## src/hdl/sd_pkg.sv

```systemverilog
package sd_pkg;

    // SD clock half period in clk cycles.
    localparam logic [3:0] SD_CLK_DIV = 4'd4;

    localparam logic [5:0] CMD_FRAME_BITS = 6'd48;
    localparam logic [5:0] CMD_HEAD_BITS  = 6'd40;  // start, direction, index and argument.
    localparam logic [9:0] BLOCK_BYTES    = 10'd512;
    localparam logic [4:0] DATA_CRC_BITS  = 5'd16;

    // cpu register map.
    localparam logic [2:0] ADDR_ARG0       = 3'd0;
    localparam logic [2:0] ADDR_ARG1       = 3'd1;
    localparam logic [2:0] ADDR_ARG2       = 3'd2;
    localparam logic [2:0] ADDR_ARG3       = 3'd3;
    localparam logic [2:0] ADDR_CMD_STATUS = 3'd4;
    localparam logic [2:0] ADDR_DATA       = 3'd5;

    localparam int ST_RESP_READY = 0;
    localparam int ST_DATA_READY = 1;
    localparam int ST_CRC_ERR    = 2;
    localparam int ST_BUSY       = 3;

    typedef enum logic [2:0] {
        S_IDLE,
        S_LOAD,
        S_CRC,
        S_TX_CMD,
        S_RX_CMD,
        S_RX_DATA,
        S_RX_DCRC
    } sd_state_t;

endpackage

```

## src/hdl/sd_clk_gen.sv

```systemverilog
`timescale 1ns/1ps

module sd_clk_gen (
    input  logic clk,
    input  logic rst,
    output logic o_sd_clk,
    output logic o_rise,
    output logic o_fall
);
    import sd_pkg::*;

    logic [3:0] div_cnt;

    always_ff @(posedge clk) begin
        if (rst) begin
            div_cnt  <= '0;
            o_sd_clk <= 1'b0;
            o_rise   <= 1'b0;
            o_fall   <= 1'b0;
        end else if (div_cnt == SD_CLK_DIV - 4'd1) begin
            div_cnt  <= '0;
            o_sd_clk <= ~o_sd_clk;
            o_rise   <= ~o_sd_clk;  // strobes line up with the new level.
            o_fall   <= o_sd_clk;
        end else begin
            div_cnt <= div_cnt + 4'd1;
            o_rise  <= 1'b0;
            o_fall  <= 1'b0;
        end
    end

endmodule

```

## config.mk

```make
export PLATFORM = sky130hd
export DESIGN_NAME = sd_clk_gen
export DESIGN_NICKNAME = d
export VERILOG_FILES = /design/src/hdl/sd_pkg.sv /design/src/hdl/sd_clk_gen.sv
export SDC_FILE = /design/constraint.sdc
export NUM_CORES = 1
export LEC_CHECK = 0
export BUFFER_PORTS_ARGS = -buffer_cell sky130_fd_sc_hd__buf_2
export CELL_PAD_IN_SITES_DETAIL_PLACEMENT = 0
export CELL_PAD_IN_SITES_GLOBAL_PLACEMENT = 1
export CORE_AREA = 2 2 39 41
export DETAILED_ROUTE_END_ITERATION = 8
export DIE_AREA = 0 0 41 43
export PLACE_DENSITY = 0.46
export SLEW_MARGIN = 20
export SYNTH_ARGS = -nofsm -noshare
export SYNTH_HDL_FRONTEND = slang
export SYNTH_SLANG_ARGS = --single-unit
export TNS_END_PERCENT = 50
```

## constraint.sdc

```tcl
create_clock -name clk -period 1.3 [get_ports clk]
set_clock_uncertainty 0.05 [all_clocks]
set_input_delay 0.39 -clock clk [delete_from_list [all_inputs] [get_ports clk]]
set_output_delay 0.39 -clock clk [all_outputs]
set_load 0.01 [all_outputs]
```

Yosys cells after proc, flatten, opt, wreduce, memory -nomap -nowiden
Cells that the tools add are included.
{"block": "totals", "mem_bits_ro": 0, "elab_cells": 10, "latchBits": 0, "reg_bits": 7, "ramBits": 0, "mem_count": 0, "output_inout_bits": 3}
{"block": "op_classes", "n_eq_ne": 1, "n_mux": 0, "bitwise_logic": 2, "mul": 0, "reduce_logical": 2, "n_addsub": 1, "n_shift": 0, "order_cmp": 0, "div": 0}
{"op": "4-bit by 1-bit adder with 4-bit output (second input constant)", "n": 1}
{"op": "4-bit by 2-bit equality test with 1-bit output (second input constant)", "n": 1}
{"op": "2-bit OR reduction", "n": 2}
{"op": "1-bit NOT", "n": 2}

Depth between registers and ports, before layout
{"block": "logic_depth", "depth_word": 3, "mapped_depth": 3}

Least setup slack after synthesis
OpenSTA, ideal clock, no wires.
{"block": "synth_path", "path_kind": "reg2reg", "startpoint": "register div_cnt[0]", "endpoint": "register o_sd_clk", "stages_incl_launch_ff": 4, "t_arrival_ns": 1.048, "setup_ns": 0.121, "required_time_ns": 1.129, "path_slack_ns": 0.081, "path_cell_list": "dfxtp_1 > ha_1 > nor3b_4 > mux2_4"}
{"block": "synth_via", "elab_chain_len": 1}
{"element": "from (decl)", "line_no": "sd_clk_gen.sv:12", "text": "logic [3:0] div_cnt;"}
{"element": "from (signal assigned)", "line_no": "sd_clk_gen.sv:26", "text": "div_cnt <= div_cnt + 4'd1;"}
{"element": "4-bit by 2-bit equality test with 1-bit output", "line_no": "sd_clk_gen.sv:20", "text": "end else if (div_cnt == SD_CLK_DIV - 4'd1) begin"}
{"element": "to (signal assigned)", "line_no": "sd_clk_gen.sv:22", "text": "o_sd_clk <= ~o_sd_clk;"}
{"element": "to (decl)", "line_no": "sd_clk_gen.sv:6", "text": "output logic o_sd_clk,"}
No other way between the ends.
A chain may end at the register's enable or synchronous reset.

Worst setup path after layout
Ends and elaborated chain as after synthesis.

==> metrics.md <==
| Metric | Value |
|---|---|
| Period utilisation layout | `94.5%` |
| Main synth FF type | `dfxtp_1` |
| Mapped Nets | `26` |
| Area post-placement | `319 um2` |
| Fin util | `25.9%` |
| CP endpoint kind | `flip-flop` |
| Worst-Skew Late Latency | `0.27 ns` |
| Slew at the pin closest to its max-slew limit | `0.210 ns` |
| Post-CTS sizing | `0` |
| Net Sw Power | `121 uW` |
| Vias/cell | `4.21` |
| Vias in the first global route | `199` |
| Final ANT Viol Nets | `0` |
| PD cells | `1360 nW/um2` |
| Setup CP Type | `reg -> reg` |
| Hold-fix buffers, CTS | `0` |
| Setup bufs post-CTS | `0` |
| DRT Wirelength | `484 um` |
| Avg Cell Area, Syn | `11.8 um2` |
| P_leak | `0.000151 uW` |
| Clock power share | `42.5%` |
| Max Freq | `814 MHz` |
| First-pass GRT wire length | `772 um` |
| Layout cells sized above 1 | `46.9%` |
| Die Y | `43 um` |
| Area Overhead vs Synth | `32.3%` |
| Run status | `finished clean` |
| Synth warn | `0` |
| Setup slack after layout | `0.0717 ns` |
| Sequential area share after synthesis | `51.6%` |
| CTS H-tree lvls | `1` |
| First drt pass iteration count | `2` |
| Final min period | `1.23 ns` |
| Core area | `1380 um2` |
| Sequential power share | `48.7%` |
| Total grt overflow | `0` |
| Master cell of the clock root buffer | `clkbuf_4` |
| Setup TNS | `0 ns` |
| # fillers | `152` |
| CTS Sinks | `7` |
| Post-Syn Area | `272 um2` |
| Die width | `41 um` |
| Most numerous cell in the Yosys netlist | `dfxtp_1` |
| Clock transition at path regs | `0.06 ns` |
| DP Worst Slack | `0.0377 ns` |
| Site Rows | `14` |
| Cts bufs inserted | `3` |
| Req. time, crit path | `1.41 ns` |
| DIE AREA | `1760 um2` |
| Sw Share | `24.9%` |
| DRC viols | `0` |
| CTS tree | `done` |
| Final net count | `36` |
| Crit path max fanout | `3` |
| Hold/Removal Path Class | `in -> reg` |
| Cell taking the most area after synthesis | `dfxtp_1` |
| #FFs+latches synth | `7` |
| IO buf count | `4` |
| Synth area leaders | `dfxtp_1 52%, nor3b_4 6.9%, mux2_4 5.5%` |
| Routability Congestion | `0.593` |
| Endpoints failing setup | `0` |
| Largest net degree at the start of global routing | `9` |
| Starting Density | `19.6%` |
| Top cell type's share of synthesized area | `51.6%` |
| Clock Path Buffers | `2` |
| Final Slew Violations | `0` |
| Syn Inst Count | `23` |
| Async SR Flop Fraction | `0%` |
| Max VDD drop | `0.372 mV` |
| CP Launch Type | `flip-flop` |
| CP Data Arrival Time | `1.34 ns` |
| Initial antenna violation count | `0` |
| Final instance area | `359 um2` |
| First DRT Iteration DRCs | `2` |
| Relative slew slack | `86.0%` |
| Post-synth EDFFs | `0` |
| Final Hold Fails | `0` |
| Max Cap Viol | `0` |
| Gate power share | `8.8%` |
| Unique cell type count in the Yosys netlist | `15` |
| Overall routing resource usage | `7.84%` |
| Top Ports | `5` |
| RSZ-0062 raised after global routing | `false` |
| Internal power | `366 uW` |
| Ant diodes | `0` |
| Commonest cells post-synth | `7 x dfxtp_1, 2 x nor2_1, 2 x nor2b_1` |
| Post-DR wirelength/cell | `10.1 um` |
| Vias | `202` |
## registers in the layout, summed over array words and instances (netlist names)
register and cells:
o_rise 1, o_fall 1, div_cnt 4, o_sd_clk 1
## worst max-delay path, stage by stage, from the launching register on
cell,delay (ns)
dfxtp_1,0.39
ha_4,0.16
nor3b_4,0.21
mux2_4,0.31
## final timing paths
path | from | end | slack (ns) | depth (start not counted)
max reg2reg | div_cnt[0] | o_sd_clk | 0.07 | 3
min reg2reg | div_cnt[0] | div_cnt[0] | 0.45 | 1
max | div_cnt[0] | o_sd_clk | 0.07 | 3
min | rst | div_cnt[0] | 0.33 | 2
## per-stage QoR
| stage | cells | power, uW | hold slack, ns |
|---|---|---|---|
| 2_1_floorplan | 23 | 263 | 0.376 |
| 3_3_place_gp | 44 | 277 | 0.403 |
| 3_5_place_dp | 44 | 279 | 0.408 |
| 4_1_cts | 48 | 488 | 0.327 |
| 5_1_grt | 48 | 517 | 0.355 |
| 6_report | 48 | 488 | 0.328 |
## cell type report
type	instances	area, um2	share of cell area (%)
flip-flops and latches	7	140	39.0
clock buffers	3	22.5	6.27
clock inverters	1	5.00	1.39
repair buffers	5	27.5	7.67
multi-input cells	16	144	40.1
well taps	16	20.0	5.57
## cells in the final DEF, fill, tap and decap left out
cell,netlist,routed
nor3b_1,1,1
and3b_2,1,1
nand3b_1,1,1
ha_4,0,1
buf_4,0,1
nand2b_1,1,1
clkinv_2,0,1
nand3_1,1,1
mux2_4,1,1
a21oi_1,1,1
and2_2,1,1
nor3_1,1,1
nor3b_4,1,1
dfxtp_1,7,7
clkbuf_4,0,3
nor2b_1,2,2
buf_2,0,4
nor2_1,2,2
mux2_2,1,1
## cells by family after synthesis
family,share of synthesized area (%)
simple gates,32.3
flops,51.6
mux,9.68
compound gates,1.84
fa+ha+maj,4.61
## metal layers
layer	wire [um]	vias to the layer above	track usage, %
met2	252	6	11.3
met1	152	95	5.81
met4	42	0	12.0
li1	-	96	-
met3	36	5	3.14
met5	0	-	0
## power by group through the flow
stage          sequential [uW]  combinational [uW]  clock, uW
3_3_place_gp               238                38.9          0
3_5_place_dp               238                41.1          0
5_1_grt                    239                49.9        228
2_1_floorplan              239                23.9          0
6_report                   238                42.9        207
4_1_cts                    234                41.1        213
Power figures use the tool's default switching activity.
